[src/design/lsu_mem_pkg.sv]
package lsu_mem_pkg;

    // bus geometry
    parameter int data_w = 32;
    parameter int strb_w = data_w / 8;
    parameter int addr_w = 32;

    // first byte of the memory window, same as the core's reset vector
    parameter logic [addr_w-1:0] mem_base = 32'h8000_0000;

    // read and write response codes
    typedef enum logic [1:0] {
        resp_okay   = 2'b00,
        resp_decerr = 2'b11
    } resp_t;

endpackage

[src/design/axi_read_engine.sv]
`timescale 1ns/1ps

module axi_read_engine #(
    parameter int read_latency = 5
) (
    input  logic                           clk,
    input  logic                           rst,
    input  logic [lsu_mem_pkg::addr_w-1:0] araddr,
    input  logic                           arvalid,
    output logic                           arready,
    output logic [lsu_mem_pkg::data_w-1:0] rdata,
    output lsu_mem_pkg::resp_t             rresp,
    output logic                           rvalid,
    input  logic                           rready,
    output logic                           rd_en,
    output logic [lsu_mem_pkg::addr_w-1:0] rd_addr,
    input  logic [lsu_mem_pkg::data_w-1:0] rd_data,
    input  logic                           rd_hit
);
    import lsu_mem_pkg::*;

    localparam int cnt_w = $clog2(read_latency + 1);

    logic             ar_hs;
    logic             r_hs;
    logic             rd_ack;
    logic [cnt_w-1:0] cnt;

    assign ar_hs = arvalid && arready;
    assign r_hs  = rvalid && rready;

    // reopen only once the previous response is gone
    always_ff @(posedge clk) begin
        if (rst) begin
            arready <= 1'b1;
        end else if (ar_hs) begin
            arready <= 1'b0;
        end else if (!arready && !rvalid && cnt == '0) begin
            arready <= 1'b1;
        end
    end

    always_ff @(posedge clk) begin
        if (ar_hs) begin
            rd_addr <= araddr;
        end
    end

    // one bank strobe per request, answer comes a cycle later
    always_ff @(posedge clk) begin
        if (rst) begin
            rd_en  <= 1'b0;
            rd_ack <= 1'b0;
        end else begin
            rd_en  <= ar_hs;
            rd_ack <= rd_en;
        end
    end

    // latency countdown
    always_ff @(posedge clk) begin
        if (rst) begin
            cnt    <= '0;
            rvalid <= 1'b0;
        end else begin
            if (ar_hs) begin
                cnt <= cnt_w'(read_latency);
            end else if (cnt != '0) begin
                cnt <= cnt - cnt_w'(1);
            end
            if (cnt == cnt_w'(1)) begin
                rvalid <= 1'b1;
            end else if (r_hs) begin
                rvalid <= 1'b0;
            end
        end
    end

    // response payload, frozen until the next request
    always_ff @(posedge clk) begin
        if (rd_ack) begin
            rdata <= rd_data;
            rresp <= rd_hit ? resp_okay : resp_decerr;
        end
    end

    // response must not move under back-pressure
    a_r_hold: assert property (@(posedge clk) disable iff (rst)
        rvalid && !rready |=> rvalid && $stable(rdata) && $stable(rresp));

    // single outstanding read
    a_ar_closed: assert property (@(posedge clk) disable iff (rst)
        rvalid |-> !arready);

endmodule

[config.mk]
export PLATFORM = sky130hd
export DESIGN_NAME = axi_read_engine
export DESIGN_NICKNAME = d
export VERILOG_FILES = /design/src/design/lsu_mem_pkg.sv /design/src/design/axi_read_engine.sv
export SDC_FILE = /design/constraint.sdc
export NUM_CORES = 1
export LEC_CHECK = 0
export ABC_AREA = 1
export BUFFER_PORTS_ARGS = -buffer_cell sky130_fd_sc_hd__buf_4
export CORE_AREA = 4 4 80 82
export DETAILED_ROUTE_END_ITERATION = 10
export DIE_AREA = 0 0 84 86
export PLACE_DENSITY = 0.76
export SLEW_MARGIN = 0
export SYNTH_ARGS = -nofsm -noshare
export SYNTH_HDL_FRONTEND = slang
export SYNTH_SLANG_ARGS = --single-unit
[constraint.sdc]
create_clock -name clk -period 1.9 [get_ports clk]
set_clock_uncertainty 0.2 [all_clocks]
set_input_delay 0.095 -clock clk [delete_from_list [all_inputs] [get_ports clk]]
set_output_delay 0.095 -clock clk [all_outputs]
set_load 0.02 [all_outputs]
==> qor.csv, run 1 <==
metric,value,unit
Logic pwr share,17.8,%
final hold vios,0,
chip height,86,um
Resized cells post-CTS,0,
vias in the first global route,1975,
Internal Pwr Total,2.94,mW
top_reg_cell synth,edfxtp_1,
worst min-delay path category,register to register,
Post-CTS Setup Inserts,0,
top-count cell post-synth,edfxtp_1,
synth warn,0,
Cell Pwr Density,895,mW/mm2
core area,0.00575,mm2
Clock Path Buffers,2,
Avg WL per Cell,16.8,um
DR vias/cell,4.40,
RSZ-0062 raised after global routing,false,
post-synth cell types,15,
Peak Freq,757,MHz
routability cong.,0.771,
Worst path max stage delay,0.39,ns
Max-slew headroom,73.8,%
Post-synth top cells,"edfxtp_1, nand2_1, inv_1, dfxtp_1, nor2_1",
Final ANT Viol Nets,0,
Starting Density,40.2,%
filler cell count,354,
clk slew on worst S/H paths,0.07,ns
HPWL Detailed,4.12,mm
Inserted Diodes,0,
WP data required,1.74,ns
DRC,0,
cells along the critical path,nand2_2 -> inv_1 -> buf_12,
Crit Path Category,register to register,
dominant cell type by area after synthesis,edfxtp_1,
post-synth top area share,84.6,%
CP Max Fanout,32,
Setup-failing EPs final,0,
# Max-Cap Violations,0,
CTS Hold Bufs,68,
Reg power frac,49.0,%
post-synth net total,186,
final worst slack,0.578,ns
GRT Total Usage,19.5,%
full die area,0.00722,mm2
WHS,0.219,ns
setup TNS,0,ns
final instance area,0.00434,mm2
H-tree levels,3,
leak pwr,1.85,nW
slowest cell on the critical path,dfxtp_1,
WP buf/inv,2,
Post-synth EDFFs,65,
period utilization,69.6,%
nets@finish,403,
CP Capture Type,register,
ratio of cells with drive above 1 in the final layout,47.8,%
Syn Inst Count,114,
1st-pass router iterations,4,
Top delay family on crit path,flip-flops,
Psw,949,uW
initial antenna violation count,0,
Synth area leaders,"edfxtp_1, dfxtp_1, nand2_1, ha_1, inv_1",
Avg Synthesized Cell Area,20.2,um2
critical path arrival,1.16,ns
Clock Sinks,72,
Root Buffer,clkbuf_8,
die width,84,um
pre-CTS setup slack,0.587,ns
IO Pins,138,
"FF+latch count, synth",72,
post-layout min period,1.32,ns
Synth Cell Area,0.00231,mm2
Worst Max-Slew Pin Slew,0.392,ns
DP Area,0.00345,mm2
CTS tree,yes,
PortBufs,137,
"Slew Viols, Final",0,
startpoint types,register,
switch share,24.4,%
Clk network pwr share,33.3,%
row cnt,28,
drt total wl,6.90,mm
status,finished clean,
sequential fraction of the synthesis area,90.7,%
maximum VDD drop,0.000642,V
total power,3.88,mW
Post-synth ARST share,0,%
CTS Buf Count,9,
grt ovf,0,
initial drt markers,70,
Synth-to-Final Area Change,88.1,%
first-pass GRT wire length,10.3,mm
largest net degree at the start of global routing,34,
clock latency on the worst-skew pair,0.33,ns
Via Count,1806,
final timing paths:
path | from | slack [ns] | cells after the start | endpoint
setup / recovery | arready | 0.58 | 3 | rd_addr[9]
hold / removal | rd_en | 0.22 | 2 | rd_ack
setup reg to reg | arready | 0.58 | 3 | rd_addr[9]
hold reg to reg | rd_en | 0.22 | 2 | rd_ack
per-stage QoR:
stage / instances / util, %
6_report: 410 / 75.5
5_1_grt: 410 / 75.5
4_1_cts: 410 / 75.5
3_5_place_dp: 327 / 60.0
3_3_place_gp: 327 / 60.0
2_1_floorplan: 114 / -
registers in the layout, summed over array words and instances (netlist names):
name / count
rd_addr: 32
rdata: 32
cnt: 3
arready: 1
rd_ack: 1
rd_en: 1
rresp: 1
rvalid: 1
worst min-delay path: stages (launching register included):
cell	delay, ns
dfxtp_1	0.31
inv_1	0.04
nor2_1	0.03
kinds of logic (layout without fill, tap and decap cells):
group	Yosys count	in the layout	synth area share, %
adders and majority gates	3	3	1.63
DFF	72	72	90.7
AOI/OAI and AO/OA	3	3	0.976
buffers and inverters	13	234	2.28
and+or+nand+nor	23	23	4.45
layout by cell type (no fill, tap or decap):
cell type,count
a21oi_1,1
a21oi_2,2
buf_12,1
buf_4,138
bufinv_16,2
clkbuf_8,9
clkinv_1,1
clkinv_2,1
clkinv_4,1
clkinvlp_4,1
dfxtp_1,7
dlygate4sd3_1,68
edfxtp_1,65
ha_1,3
inv_1,10
inv_2,2
nand2_1,13
nand2_2,1
nand3_1,1
nor2_1,5
nor2_2,1
nor2_4,1
or2_0,1
power by group through the flow:
stage                     logic, mW  registers, mW  clock network (mW)
final                         0.690           1.90                1.29
after detailed placement      0.571           1.93                   0
after global placement        0.559           1.93                   0
after global routing          0.750           1.91                1.41
after floorplan               0.151           2.06                   0
after CTS                     0.690           1.90                1.30
layout make-up:
class	count	area (um2)	area share, %
multi-input cells	29	163	3.75
flip-flops and latches	72	2090	48.2
clock buffers	9	124	2.85
well taps	75	93.8	2.16
repair buffers	207	1740	40.0
clock inverters	6	85.1	1.96
inverters	12	45.0	1.04
routing by layer:
metal / GRT usage [%] / vias to the layer above / share of wire, %
li1: - / 836 / -
met1: 20.0 / 862 / 35
met2: 36.4 / 94 / 56
met3: 6.44 / 14 / 7.1
met4: 7.89 / 0 / 2.4
met5: 0 / - / 0
Note: power is estimated with default switching activity, not from simulation.
==> run 2, diff against run 1 <==
--- a/config.mk
+++ b/config.mk
@@ -7,10 +7,10 @@
 export LEC_CHECK = 0
 export ABC_AREA = 1
 export BUFFER_PORTS_ARGS = -buffer_cell sky130_fd_sc_hd__buf_4
-export CORE_AREA = 4 4 80 82
+export CORE_AREA = 4 4 83 85
 export DETAILED_ROUTE_END_ITERATION = 10
-export DIE_AREA = 0 0 84 86
-export PLACE_DENSITY = 0.76
+export DIE_AREA = 0 0 87 89
+export PLACE_DENSITY = 0.74
 export SLEW_MARGIN = 0
 export SYNTH_ARGS = -nofsm -noshare
 export SYNTH_HDL_FRONTEND = slang
==> constraint.sdc (replaced) <==
create_clock -name clk -period 1.21 [get_ports clk]
set_clock_uncertainty 0.2 [all_clocks]
set_input_delay 0.0605 -clock clk [delete_from_list [all_inputs] [get_ports clk]]
set_output_delay 0.0605 -clock clk [all_outputs]
set_load 0.02 [all_outputs]
==> run 2 against run 1 <==
Effect of this change: maximum frequency increased by 11%; critical path depth is the same; sequential share of layout area down 1.4 points; final area rose by 3.7%; die area grew 7.2%; non-clock buffer count rose by 3; largest cell class unchanged; largest power group unchanged; highest routed layer unchanged.
==> qor.csv, run 2 (synthesized netlist as in run 1, its figures left out) <==
metric,value,unit
clock latency on the worst-skew pair,0.32,ns
largest net degree at the start of global routing,34,
1st-pass router iterations,4,
final hold vios,0,
critical path arrival,1.09,ns
leak pwr,1.91,nW
r2r setup slk,0.02,ns
IO Pins,138,
Avg WL per Cell,18.7,um
Peak Freq,837,MHz
Root Buffer,clkbuf_8,
"Slew Viols, Final",0,
CTS Buf Count,9,
die width,87,um
total power,6.52,mW
DR vias/cell,4.37,
Worst Max-Slew Pin Slew,0.197,ns
status,finished clean,
nets@finish,406,
first-pass GRT wire length,10.4,mm
Worst path max stage delay,0.36,ns
Clock Sinks,72,
top flop regs,"rd_addr x32, rdata x32, cnt x3",
initial drt markers,119,
CP Max Fanout,16,
CP Capture Type,register,
period utilization,98.7,%
clk slew on worst S/H paths,0.07,ns
DRC,0,
Final Util,72.5,%
full die area,0.00774,mm2
PortBufs,137,
vias in the first global route,1916,
Setup crit start,arready,
startpoint types,register,
ratio of cells with drive above 1 in the final layout,51.6,%
Post-CTS Setup Inserts,0,
initial antenna violation count,0,
worst setup path end,rd_addr[24],
Setup-failing EPs final,0,
Final ANT Viol Nets,0,
pre-CTS setup slack,-0.0399,ns
"commonest non-fill, non-tap cells in the layout","buf_4, dlygate4sd3_1, edfxtp_1",
maximum VDD drop,0.000897,V
FF-to-FF End,rd_addr[24],
hold depth,6,
WP data required,1.10,ns
RSZ-0062 raised after global routing,true,
grt ovf,0,
Inserted Diodes,0,
Starting Density,37.2,%
Max-slew headroom,86.9,%
slowest cell on the critical path,dfxtp_4,
Cell Pwr Density,1450,mW/mm2
Via Count,1819,
Synth-to-Final Area Change,95.0,%
WHS,0.145,ns
worst min-delay path category,input port to register,
GRT Total Usage,18.9,%
HPWL Detailed,4.49,mm
final worst slack,0.0152,ns
# Max-Cap Violations,0,
routability cong.,0.787,
cells along the critical path,nand2_4 -> clkinvlp_4 -> clkbuf_16,
chip height,89,um
cells on worst reg2reg path,3,
drt total wl,7.78,mm
"commonest non-fill, non-tap cell in the layout",buf_4,
post-layout min period,1.19,ns
core area,0.00620,mm2
Worst R2R Start,arready,
Crit Path Category,register to register,
H-tree levels,3,
CTS tree,yes,
row cnt,29,
Clock Path Buffers,2,
run 2: cell types whose count changed in the layout (fill, tap and decap cells not counted), moves of 2 or more:
cell,before,now
buf_6,0,4
dfxtp_1,7,3
inv_2,2,4
dfxtp_4,0,3
inv_6,0,2
buf_4,138,135
ha_4,0,2
ha_1,3,1
inv_1,10,6
run 2: worst min-delay path by stage:
stage	startpoint	to	slack (ns)
after floorplan	rst	rd_ack	-0.08
final	arvalid	cnt[1]	0.14
after global placement	araddr[19]	rd_addr[19]	0.04
after global routing	arvalid	rd_en	0.16
after detailed placement	rd_data[12]	rdata[12]	0.04
after CTS	araddr[26]	rd_addr[26]	0.22
run 2: timing repair:
| item | in CTS | in global routing |
|---|---|---|
| endpoints found under the hold margin | 72 | 0 |
| gates resized for setup | 4 | 14 |
| hold buffers | 68 | 0 |
| cloned | 0 | 1 |
| setup endpoints to repair | 3 | 16 |
run 2: report_power, final:
group / internal [mW] / switching (mW) / leakage, nW
clock: 1.38 / 0.891 / 0.117
sequential: 2.93 / 0.0891 / 0.668
combinational: 0.631 / 0.598 / 1.12
total: 4.94 / 1.58 / 1.91
run 2: per-layer routing:
metal / vias up / global-route usage, % / part of all wire (%)
met3: 16 / 6.91 / 8.4
met4: 0 / 7.37 / 2.8
li1: 844 / - / -
met5: - / 0 / 0
met1: 860 / 19.0 / 33
met2: 99 / 35.5 / 56
run 2: layout make-up:
cell class                      count  area [um2]
Timing Repair Buffer              210        1810
Fill cell                         369        1710
Multi-Input combinational cell     29         195
Sequential cell                    72        2100
Inverter                           12        53.8
Tap cell                           77        96.3
Clock inverter                      6         115
Clock buffer                       10         128
run 2: critical path, delay by kind of cell (launching register included):
kind,cells,cell delay (ns)
flops,1,0.36
buf+inv,2,0.32
simple gates,1,0.07
run 2: stage by stage:
step	instances	cell area [um2]	setup TNS, ns
detailed placement	331	3500	-0.0983
CTS	415	4420	0
global placement	331	3500	0
floorplan	114	2320	-8.90
global route	416	4500	-0.0768
finish	416	4500	0
