File: config.mk
export PLATFORM = sky130hd
export DESIGN_NAME = axi_write_engine
export DESIGN_NICKNAME = d
export VERILOG_FILES = /design/src/design/lsu_mem_pkg.sv /design/src/design/axi_write_engine.sv
export SDC_FILE = /design/constraint.sdc
export NUM_CORES = 1
export LEC_CHECK = 0
export ABC_AREA = 1
export BUFFER_PORTS_ARGS = -buffer_cell sky130_fd_sc_hd__buf_2
export CAP_MARGIN = 25
export CELL_PAD_IN_SITES_DETAIL_PLACEMENT = 0
export CELL_PAD_IN_SITES_GLOBAL_PLACEMENT = 1
export CORE_MARGIN = 1.5
export CORE_UTILIZATION = 36
export CTS_BUF_LIST = sky130_fd_sc_hd__clkbuf_8
export CTS_CLUSTER_DIAMETER = 200
export DETAILED_ROUTE_END_ITERATION = 6
export GPL_TIMING_DRIVEN = 0
export MAX_ROUTING_LAYER = met4
export PLACE_DENSITY = 0.89
export SLEW_MARGIN = 0
export SYNTH_ARGS = -nofsm -noshare
export SYNTH_HDL_FRONTEND = slang
export SYNTH_SLANG_ARGS = --single-unit
File: constraint.sdc
create_clock -name clk -period 1.75 [get_ports clk]
set_input_delay 0.175 -clock clk [delete_from_list [all_inputs] [get_ports clk]]
set_output_delay 0.175 -clock clk [all_outputs]
set_load 0.02 [all_outputs]
File: src/design/lsu_mem_pkg.sv
package lsu_mem_pkg;

    // bus geometry
    parameter int data_w = 32;
    parameter int strb_w = data_w / 8;
    parameter int addr_w = 32;

    // first byte of the memory window, same as the core's reset vector
    parameter logic [addr_w-1:0] mem_base = 32'h8000_0000;

    // read and write response codes
    typedef enum logic [1:0] {
        resp_okay   = 2'b00,
        resp_decerr = 2'b11
    } resp_t;

endpackage

File: src/design/axi_write_engine.sv
`timescale 1ns/1ps

module axi_write_engine (
    input  logic                           clk,
    input  logic                           rst,
    input  logic [lsu_mem_pkg::addr_w-1:0] awaddr,
    input  logic                           awvalid,
    output logic                           awready,
    input  logic [lsu_mem_pkg::data_w-1:0] wdata,
    input  logic [lsu_mem_pkg::strb_w-1:0] wstrb,
    input  logic                           wvalid,
    output logic                           wready,
    output lsu_mem_pkg::resp_t             bresp,
    output logic                           bvalid,
    input  logic                           bready,
    output logic                           wr_en,
    output logic [lsu_mem_pkg::addr_w-1:0] wr_addr,
    output logic [lsu_mem_pkg::data_w-1:0] wr_data,
    output logic [lsu_mem_pkg::strb_w-1:0] wr_strb,
    input  logic                           wr_hit
);
    import lsu_mem_pkg::*;

    logic aw_hs;
    logic w_hs;
    logic b_hs;
    logic aw_taken;
    logic w_taken;
    logic idle;

    assign aw_hs = awvalid && awready;
    assign w_hs  = wvalid && wready;
    assign b_hs  = bvalid && bready;
    assign idle  = !aw_taken && !w_taken && !bvalid;

    // commit as soon as both halves are in
    assign wr_en = aw_taken && w_taken;

    always_ff @(posedge clk) begin
        if (rst) begin
            awready <= 1'b1;
        end else if (aw_hs) begin
            awready <= 1'b0;
        end else if (!awready && idle) begin
            awready <= 1'b1;
        end
    end

    always_ff @(posedge clk) begin
        if (rst) begin
            wready <= 1'b1;
        end else if (w_hs) begin
            wready <= 1'b0;
        end else if (!wready && idle) begin
            wready <= 1'b1;
        end
    end

    // address and data may arrive in either order
    always_ff @(posedge clk) begin
        if (rst) begin
            aw_taken <= 1'b0;
            w_taken  <= 1'b0;
        end else if (wr_en) begin
            aw_taken <= 1'b0;
            w_taken  <= 1'b0;
        end else begin
            if (aw_hs) begin
                aw_taken <= 1'b1;
            end
            if (w_hs) begin
                w_taken <= 1'b1;
            end
        end
    end

    always_ff @(posedge clk) begin
        if (aw_hs) begin
            wr_addr <= awaddr;
        end
        if (w_hs) begin
            wr_data <= wdata;
            wr_strb <= wstrb;
        end
    end

    // bank decode picks the response in the commit cycle
    always_ff @(posedge clk) begin
        if (rst) begin
            bvalid <= 1'b0;
        end else if (wr_en) begin
            bvalid <= 1'b1;
        end else if (b_hs) begin
            bvalid <= 1'b0;
        end
    end

    always_ff @(posedge clk) begin
        if (wr_en) begin
            bresp <= wr_hit ? resp_okay : resp_decerr;
        end
    end

    // exactly one commit per write, then straight to the response
    a_commit_once: assert property (@(posedge clk) disable iff (rst)
        wr_en |=> bvalid && !wr_en && !aw_taken && !w_taken);

    a_b_hold: assert property (@(posedge clk) disable iff (rst)
        bvalid && !bready |=> bvalid && $stable(bresp));

endmodule

==> results of run 1 <==
synthesized netlist by cell type (all sizes together):
library cell	count	area, µm²
buf	1	7.51
dfxtp	5	100
edfxtp	69	2070
nor2	5	18.8
nand2	7	31.3
a21oi	1	5.00
inv	9	33.8
nand3	4	20.0
where the power goes:
group	internal (mW)	total (mW)	switching (mW)
Combinational	0.223	0.526	0.303
Clock	0.802	1.41	0.611
Sequential	2.09	2.12	0.0371
cells by family after synthesis:
group,count (synthesis)
DFF,74
and+or+nand+nor,16
buffers and inverters,10
AOI/OAI and AO/OA,1
sequential cells by signal (all words and copies together) (netlist names):
signal    flops
wr_strb       4
wready        1
wr_addr      32
awready       1
bresp         1
w_taken       1
wr_data      32
bvalid        1
aw_taken      1
what timing repair did:
item                                    4_1_cts  5_1_grt
hold endpoints to repair                     44       10
endpoints found under the setup margin        0        0
hold buffers                                 44       10
metal layers:
layer,vias to the layer above,track usage
li1,794,-
met1,754,0.173
met2,119,0.243
met3,6,0.0626
met4,0,0.0700
met5,-,-
final cells by class:
cell class,instances,share of cell area
Sequential cell,74,0.560
Timing Repair Buffer,201,0.329
Clock buffer,9,0.0320
Clock inverter,7,0.0242
Tap cell,75,0.0242
Multi-Input combinational cell,17,0.0194
Inverter,9,0.00872
Buffer,1,0.00194
worst min-delay path by stage:
stage | cells after the start | endpoint | start | slack [ns]
after floorplan | 1 | bvalid | rst | 0.24
after global placement | 2 | bvalid | rst | 0.35
after detailed placement | 1 | wr_addr[27] | awaddr[27] | 0.35
after CTS | 1 | wr_data[7] | wdata[7] | 0.0007
after global routing | 1 | wr_addr[7] | awaddr[7] | 0.0009
final | 1 | wr_addr[3] | awaddr[3] | 0.02
metrics by stage:
step	std cells	hold slack [ns]	total power [mW]	setup WS [ns]	util
floorplan	101	0.244	2.39	0.393	-
global placement	323	0.349	2.58	0.403	0.517
detailed placement	323	0.353	2.59	0.371	0.517
CTS	383	0.000681	4.08	0.353	0.627
global route	393	0.000859	4.23	0.293	0.643
finish	393	0.0161	4.06	0.365	0.643
critical path: stages, from the launching register on:
cell	delay, ns
dfxtp_1	0.38
nand2_2	0.07
inv_2	0.55
==> impl_metrics.toml, run 1 <==
[status]
status = "finished, final reports clean"

[timing]
fin_crit_sh = 0.791
layout_min_cycle_time_ns = 1.38
finClkSkew_ns = 0.00793
rsz0062_at_grt = "no"
hold_viol = 0
setup_tns_ns = 0
fmax_mhz = 722
drv_slew = 0
worstMarginPinSlew_ns = 0.744
relSlewSlack = 0.503
setup_viol = 0

[setup_path]
startpoint = "wready"
end_kind = "flip-flop"
worstReg2RegStart = "wready"
crit_end = "wr_data[26]"
ff2ff_path_depth = 2
startpoint_type = "flip-flop"
worstPathRequired_ns = 1.72
regToRegSetupSlack_ns = 0.37
cp.arrival_ns = 1.35
reg2reg_to = "wr_data[26]"
crit_type = "reg2reg"
cp_max_fo = 37

[logic_synthesis]
synth_compound_area_frac = 0.00219
syn-cell-area_um2 = 2290
synth_seq_cells = 74
syn-mean-instance-area_um2 = 22.7
synth-xor-area-share = 0
synth_top_family_by_area = "simple AND/OR/NAND/NOR gates"
ys_warn_count = 0
synthAdderAreaFrac = 0
synth_cells = 101
yosysUniqueCellTypes = 10
synth_mux_area_frac = 0
synth_simple_gate_area_frac = 0.0306
synth.yosys.seq_area_share = 0.949
syn_nets = 175

[run]
drv_cap = 0

[floorplanning]
rows = 28
die_y_um = 82.7
design.die.area_um2 = 6840
core_um2 = 6030
pin_count = 148
initial_core_util = 0.380
die_w_um = 82.7

[placement]
place_hpwl_mm = 3.31
gp_congestion = 0.639
portBuffers = 147
dpl-instance-area_um2 = 3120

[clock_network]
cts.clk_slew.worst_paths_ns = 0.07
clkSinkCount = 74
cts.htree.levels = 3
postCtsSetupBuffers = 0
cts_resized = 0
cts_tree = "yes"
clkLatencyLatePin_ns = 0.34
root_buffer = "clkbuf_8"
cts_made_buffers = 9
cts.path.max_buffers = 2

[cells_and_area]
layout_commonest_cell = "buf_2"
multiInputGateArea_um2 = 75.1
regArea_um2 = 2170
nets = 387
n_antenna_cell = 0
final_area_um2 = 3880
num-fill-cells = 437
most-common-layout-cells = "buf_2 (147), edfxtp_1 (69), dlygate4sd3_1 (54)"
drive_above_1_share = 0.525
syn_to_final_growth_pct = 69.4

[detailed_routing]
remaining_drc_errors = 0
postRouteAntennaNets = 0
dr_wl_met3_um = 643
vias = 1673
wl_met2_mm = 2.55
dr.first_iter.drc_count = 66
routed_wl_mm = 5.45
vias_per_cell = 4.26
wl_met1_mm = 2.21
wire_per_inst_um = 13.9
drt_first_pass_iters = 6
routed.top_layer = "met4"

[min_path]
min_path_type = "in2reg"

[global_routing]
overflow = 0
grt_pass1_vias = 1594
grt_max_degree = 38
grt_antenna_before_repair = 0
grt_first_pass_wirelength_mm = 7.18
grt_usage = 0.155

[power_and_ir_drop]
ir_worst_vdd_uv = 618
p_leak_nw = 1.71
p_per_area_nw_per_um2 = 1050
Power figures use the tool's default switching activity.
==> run 2: changes to the inputs <==
--- a/config.mk
+++ b/config.mk
@@ -5,19 +5,19 @@
 export SDC_FILE = /design/constraint.sdc
 export NUM_CORES = 1
 export LEC_CHECK = 0
-export ABC_AREA = 1
+export ABC_AREA = 0
 export BUFFER_PORTS_ARGS = -buffer_cell sky130_fd_sc_hd__buf_2
 export CAP_MARGIN = 25
 export CELL_PAD_IN_SITES_DETAIL_PLACEMENT = 0
 export CELL_PAD_IN_SITES_GLOBAL_PLACEMENT = 1
 export CORE_MARGIN = 1.5
-export CORE_UTILIZATION = 36
+export CORE_UTILIZATION = 31
 export CTS_BUF_LIST = sky130_fd_sc_hd__clkbuf_8
 export CTS_CLUSTER_DIAMETER = 200
 export DETAILED_ROUTE_END_ITERATION = 6
 export GPL_TIMING_DRIVEN = 0
 export MAX_ROUTING_LAYER = met4
-export PLACE_DENSITY = 0.89
+export PLACE_DENSITY = 0.81
 export SLEW_MARGIN = 0
 export SYNTH_ARGS = -nofsm -noshare
 export SYNTH_HDL_FRONTEND = slang
==> constraint.sdc (replaced) <==
create_clock -name clk -period 1.25 [get_ports clk]
set_input_delay 0.125 -clock clk [delete_from_list [all_inputs] [get_ports clk]]
set_output_delay 0.125 -clock clk [all_outputs]
set_load 0.02 [all_outputs]
==> impl_metrics.toml, run 2 <==
[floorplanning]
initial_core_util = 0.317
design.die.area_um2 = 7910
core_um2 = 7210
die_w_um = 88.9
die_y_um = 88.9
pin_count = 148
rows = 31

[setup_path]
end_kind = "output port"
crit_type = "reg2out"
regToRegSetupSlack_ns = 0.14
cp.arrival_ns = 1.01
worstPathRequired_ns = 1.12
ff2ff_path_depth = 1
cp_max_fo = 6
startpoint_type = "flip-flop"
worstReg2RegStart = "wready"
reg2reg_to = "wr_data[22]"

[global_routing]
overflow = 0
grt_usage = 0.137
grt_pass1_vias = 1709
grt_first_pass_wirelength_mm = 7.64
grt_antenna_before_repair = 0
grt_max_degree = 37

[timing]
layout_min_cycle_time_ns = 1.13
setup_tns_ns = 0
finClkSkew_ns = 0.00584
relSlewSlack = 0.843
hold_viol = 0
rsz0062_at_grt = "no"
worstMarginPinSlew_ns = 0.234
drv_slew = 0
setup_viol = 0
fmax_mhz = 882
fin_crit_sh = 0.907

[cells_and_area]
syn_to_final_growth_pct = 76.8
drive_above_1_share = 0.514
final_cells = 426
most-common-layout-cells = "buf_2 (147), edfxtp_1 (69), dlygate4sd3_1 (69)"
n_antenna_cell = 0
final_util = 0.561
final_area_um2 = 4050
nets = 397
layout_commonest_cell = "buf_2"
num-fill-cells = 569
reg_top3 = "wr_addr: 32 flops, wr_data: 32 flops, wr_strb: 4 flops"

[run]
drv_cap = 0

[power_and_ir_drop]
p_per_area_nw_per_um2 = 1340
p_leak_nw = 1.73
finalPower_mw = 5.41
ir_worst_vdd_uv = 765

[logic_synthesis]
synth.yosys.seq_area_share = 0.949
netlist.area_leader.share = 0.905
synth_edf_count = 69
yosysUniqueCellTypes = 11
async_flop_share = 0
syn_nets = 168
syn-mean-instance-area_um2 = 24.4
yosysMostFrequentCell = "edfxtp_1"
synthFlopType = "edfxtp_1"
synth_cells = 94
synth_top_cell_by_area = "edfxtp_1"
syn-cell-area_um2 = 2290
ys_warn_count = 0
synth.top_cells.by_count = "edfxtp_1 (69), dfxtp_1 (5), inv_1 (4), a21oi_1 (3), nand2b_1 (3)"
synth_area_leaders = "edfxtp_1 (90%), dfxtp_1 (4.4%), nand2b_1 (0.82%)"
synth_seq_cells = 74

[clock_network]
cts.htree.levels = 3
clkSinkCount = 74
cts_made_buffers = 9
clkLatencyLatePin_ns = 0.32
cts_tree = "yes"
postCtsSetupBuffers = 0
cts.path.max_buffers = 2
root_buffer = "clkbuf_8"
cts.clk_slew.worst_paths_ns = 0.08

[detailed_routing]
routed_wl_mm = 5.79
postRouteAntennaNets = 0
wire_per_inst_um = 13.6
vias_per_cell = 4.01
dr.first_iter.drc_count = 43
remaining_drc_errors = 0
vias = 1708
drt_first_pass_iters = 4

[placement]
place_hpwl_mm = 3.13
gp_congestion = 0.717
portBuffers = 147
dpl-instance-area_um2 = 3150
dp.cells = 340

[status]
status = "finished, final reports clean"

[min_path]
hold_end = "bresp[0]"
hold_depth = 2
min_path_type = "in2reg"
hold_start = "wr_hit"
==> run 2: cell count changes after synthesis, moves of 3 or more <==
cell,previous run,this run
nand2_1,5,1
nor2_1,5,0
nand2b_1,0,3
inv_1,7,4
nand3_1,4,0
==> run 2: area by class of cell <==
cell class | count | area, µm² | share of cell area
sequential | 74 | 2170 | 0.537
timing repair buffer | 216 | 1430 | 0.352
clock buffer | 9 | 124 | 0.0306
tap | 99 | 124 | 0.0306
multi-input combinational | 17 | 118 | 0.0291
clock inverter | 6 | 58.8 | 0.0145
inverter | 4 | 15.0 | 0.00371
buffer | 1 | 7.51 | 0.00185
==> run 2: cells by family (layout without fill, tap and decap cells) <==
family / after synthesis / in the layout / share of synthesized area
simple gates: 10 / 12 / 0.0273
buf+inv: 5 / 236 / 0.00984
compound gates: 5 / 5 / 0.0142
flops: 74 / 74 / 0.949
==> run 2: critical path, stage by stage, from the launching register on <==
cell,delay [ns]
dfxtp_2,0.37
nand2_1,0.08
inv_1,0.07
buf_2,0.16
==> run 2: per-stage QoR <==
step / hold slack [ns] / setup WS [ns]
finish: 0.0264 / 0.116
global placement: 0.301 / 0.0430
global route: 0.0120 / 0.0335
floorplan: 0.194 / 0.00503
CTS: 0.00235 / 0.0163
detailed placement: 0.303 / 0.0249
==> run 2: worst max-delay path by stage <==
stage,start,endpoint,slack [ns],cells past startpoint
after floorplan,wready,wr_data[0],0.005,1
after detailed placement,wready,wr_data[17],0.02,1
after global routing,aw_taken,wr_en,0.03,3
after CTS,wready,wr_data[13],0.02,1
final,aw_taken,wr_en,0.12,3
after global placement,wready,wr_data[17],0.04,1
==> run 2: layer usage <==
metal  global-route usage  part of all wire  up-vias
met5                    -                 0        -
met4               0.0587             0.013        0
met3               0.0646              0.10        9
met2                0.224              0.51      108
met1                0.143              0.38      767
li1                     -                 -      824
==> run 2: repair_timing <==
item	in CTS	in global routing
hold buffers	69	0
endpoints found under the hold margin	70	0
setup endpoints to repair	0	66
resized for setup	0	4
==> run 2: power breakdown <==
group,internal [mW],total [mW],switching (mW)
clock,0.896,1.71,0.813
combinational,0.348,0.741,0.393
sequential,2.90,2.96,0.0549
==> run 3: changes to the inputs <==
--- a/config.mk
+++ b/config.mk
@@ -5,19 +5,19 @@
 export SDC_FILE = /design/constraint.sdc
 export NUM_CORES = 1
 export LEC_CHECK = 0
-export ABC_AREA = 0
+export ABC_AREA = 1
 export BUFFER_PORTS_ARGS = -buffer_cell sky130_fd_sc_hd__buf_2
 export CAP_MARGIN = 25
 export CELL_PAD_IN_SITES_DETAIL_PLACEMENT = 0
 export CELL_PAD_IN_SITES_GLOBAL_PLACEMENT = 1
 export CORE_MARGIN = 1.5
-export CORE_UTILIZATION = 31
+export CORE_UTILIZATION = 30
 export CTS_BUF_LIST = sky130_fd_sc_hd__clkbuf_8
 export CTS_CLUSTER_DIAMETER = 200
 export DETAILED_ROUTE_END_ITERATION = 6
 export GPL_TIMING_DRIVEN = 0
 export MAX_ROUTING_LAYER = met4
-export PLACE_DENSITY = 0.81
+export PLACE_DENSITY = 0.79
 export SLEW_MARGIN = 0
 export SYNTH_ARGS = -nofsm -noshare
 export SYNTH_HDL_FRONTEND = slang
==> impl_metrics.toml, run 3 (synthesis gave the netlist of run 1 again) <==
[cells_and_area]
n_antenna_cell = 0
multiInputGateArea_um2 = 75.1
regArea_um2 = 2170
drive_above_1_share = 0.506
reg_top3 = "wr_addr: 32 flops, wr_data: 32 flops, wr_strb: 4 flops"
most-common-layout-cells = "buf_2 (147), dlygate4sd3_1 (70), edfxtp_1 (69)"
syn_to_final_growth_pct = 77.0
num-fill-cells = 596
nets = 403
layout_commonest_cell = "buf_2"

[clock_network]
cts.path.max_buffers = 2
clkLatencyLatePin_ns = 0.34
cts_tree = "yes"
clkSinkCount = 74
postCtsSetupBuffers = 0
root_buffer = "clkbuf_8"
cts.clk_slew.worst_paths_ns = 0.07
cts.htree.levels = 3
cts_made_buffers = 9

[floorplanning]
design.die.area_um2 = 8160
pin_count = 148
die_y_um = 90.3
initial_core_util = 0.312
die_w_um = 90.3
rows = 31
core_um2 = 7330

[global_routing]
grt_util_met1 = 0.164
grt_antenna_before_repair = 0
grt_util_met2 = 0.258
grt_max_degree = 38
top_usage_layer = "met2"
grt_usage = 0.152
grt_first_pass_wirelength_mm = 8.96
grt_pass1_vias = 1851
overflow = 0
global_route.usage.met3 = 0.0421

[detailed_routing]
drt_first_pass_iters = 4
remaining_drc_errors = 0
wire_per_inst_um = 13.1
routed_wl_mm = 5.68
vias = 1761
postRouteAntennaNets = 0
dr.first_iter.drc_count = 51
vias_per_cell = 4.07

[placement]
portBuffers = 147
gp_congestion = 0.671
place_hpwl_mm = 3.35

[setup_path]
slowest_delay_ns = 0.40
startpoint_type = "flip-flop"
crit_type = "reg2out"
worstPathRequired_ns = 1.12
cp.arrival_ns = 1.02
critical-path-slowest-cell = "edfxtp_1"
cp_max_fo = 2
end_kind = "output port"
path_cells = "buf_4 > buf_2"

[power_and_ir_drop]
ir_worst_vdd_uv = 614
p_per_area_nw_per_um2 = 1370
finalPower_mw = 5.54
p_leak_nw = 1.77

[min_path]
min_path_type = "in2reg"

[timing]
layout_min_cycle_time_ns = 1.15
drv_slew = 0
worstMarginPinSlew_ns = 0.392
fin_crit_sh = 0.920
setup_tns_ns = 0
hold_viol = 0
setup_viol = 0
rsz0062_at_grt = "no"
fmax_mhz = 870
relSlewSlack = 0.739
finClkSkew_ns = 0.00947

[status]
status = "finished, final reports clean"

[run]
drv_cap = 0
[run 3: cell count changes in the layout (fill, tap and decap cells not counted), sizes merged, moves of 3 or more]
cell	before	now
nand3	0	4
nand2b	3	0
inv	4	11
and2	4	0
nand2	1	7
nor2	0	5
[run 3: what timing repair did]
item	4_1_cts	5_1_grt
setup endpoints to repair	0	37
endpoints found under the hold margin	70	0
resized for setup	0	3
hold buffers	70	0
[run 3: worst max-delay path, delay by kind of cell, from the launching register on]
family | cells | cell delay (ns)
flip-flops | 1 | 0.40
buffers and inverters | 2 | 0.30
[run 3: area by class of cell]
class / instances / area share
inverter: 9 / 0.0102
buffer: 1 / 0.00185
timing repair buffer: 217 / 0.355
multi-input combinational: 17 / 0.0185
clock buffer: 9 / 0.0306
clock inverter: 7 / 0.0170
tap: 99 / 0.0306
sequential: 74 / 0.537
[run 3: power by group]
group	internal [mW]	switching [mW]	leakage, nW	total [mW]
sequential	2.92	0.0505	0.704	2.97
clock	0.918	0.866	0.101	1.78
combinational	0.347	0.439	0.965	0.786
total	4.19	1.36	1.77	5.54
[run 3: metrics by stage]
step           utilization  worst slack [ns]  instances  instance area, µm²  hold WS, ns
2_1_floorplan            -            0.0497        101                2290        0.194
3_3_place_gp         0.430            0.0836        347                3150        0.300
3_5_place_dp         0.430            0.0708        347                3150        0.303
4_1_cts              0.552            0.0522        433                4050       0.0218
5_1_grt              0.553            0.0135        433                4050       0.0505
6_report             0.553             0.100        433                4050       0.0453
[run 3: path summary, 6_finish.rpt]
check        depth (start not counted)  startpoint     endpoint  slack (ns)
max reg2reg                          2     awready  wr_addr[25]        0.11
min                                  4      bready       bvalid        0.05
min reg2reg                          2      bvalid       bvalid        0.48
max                                  2    bresp[0]     bresp[1]        0.10
[run 3: metal layers]
layer	up-vias	routed length (µm)
li1	828	-
met1	802	2220
met2	119	2880
met3	12	463
met4	0	117
met5	-	0
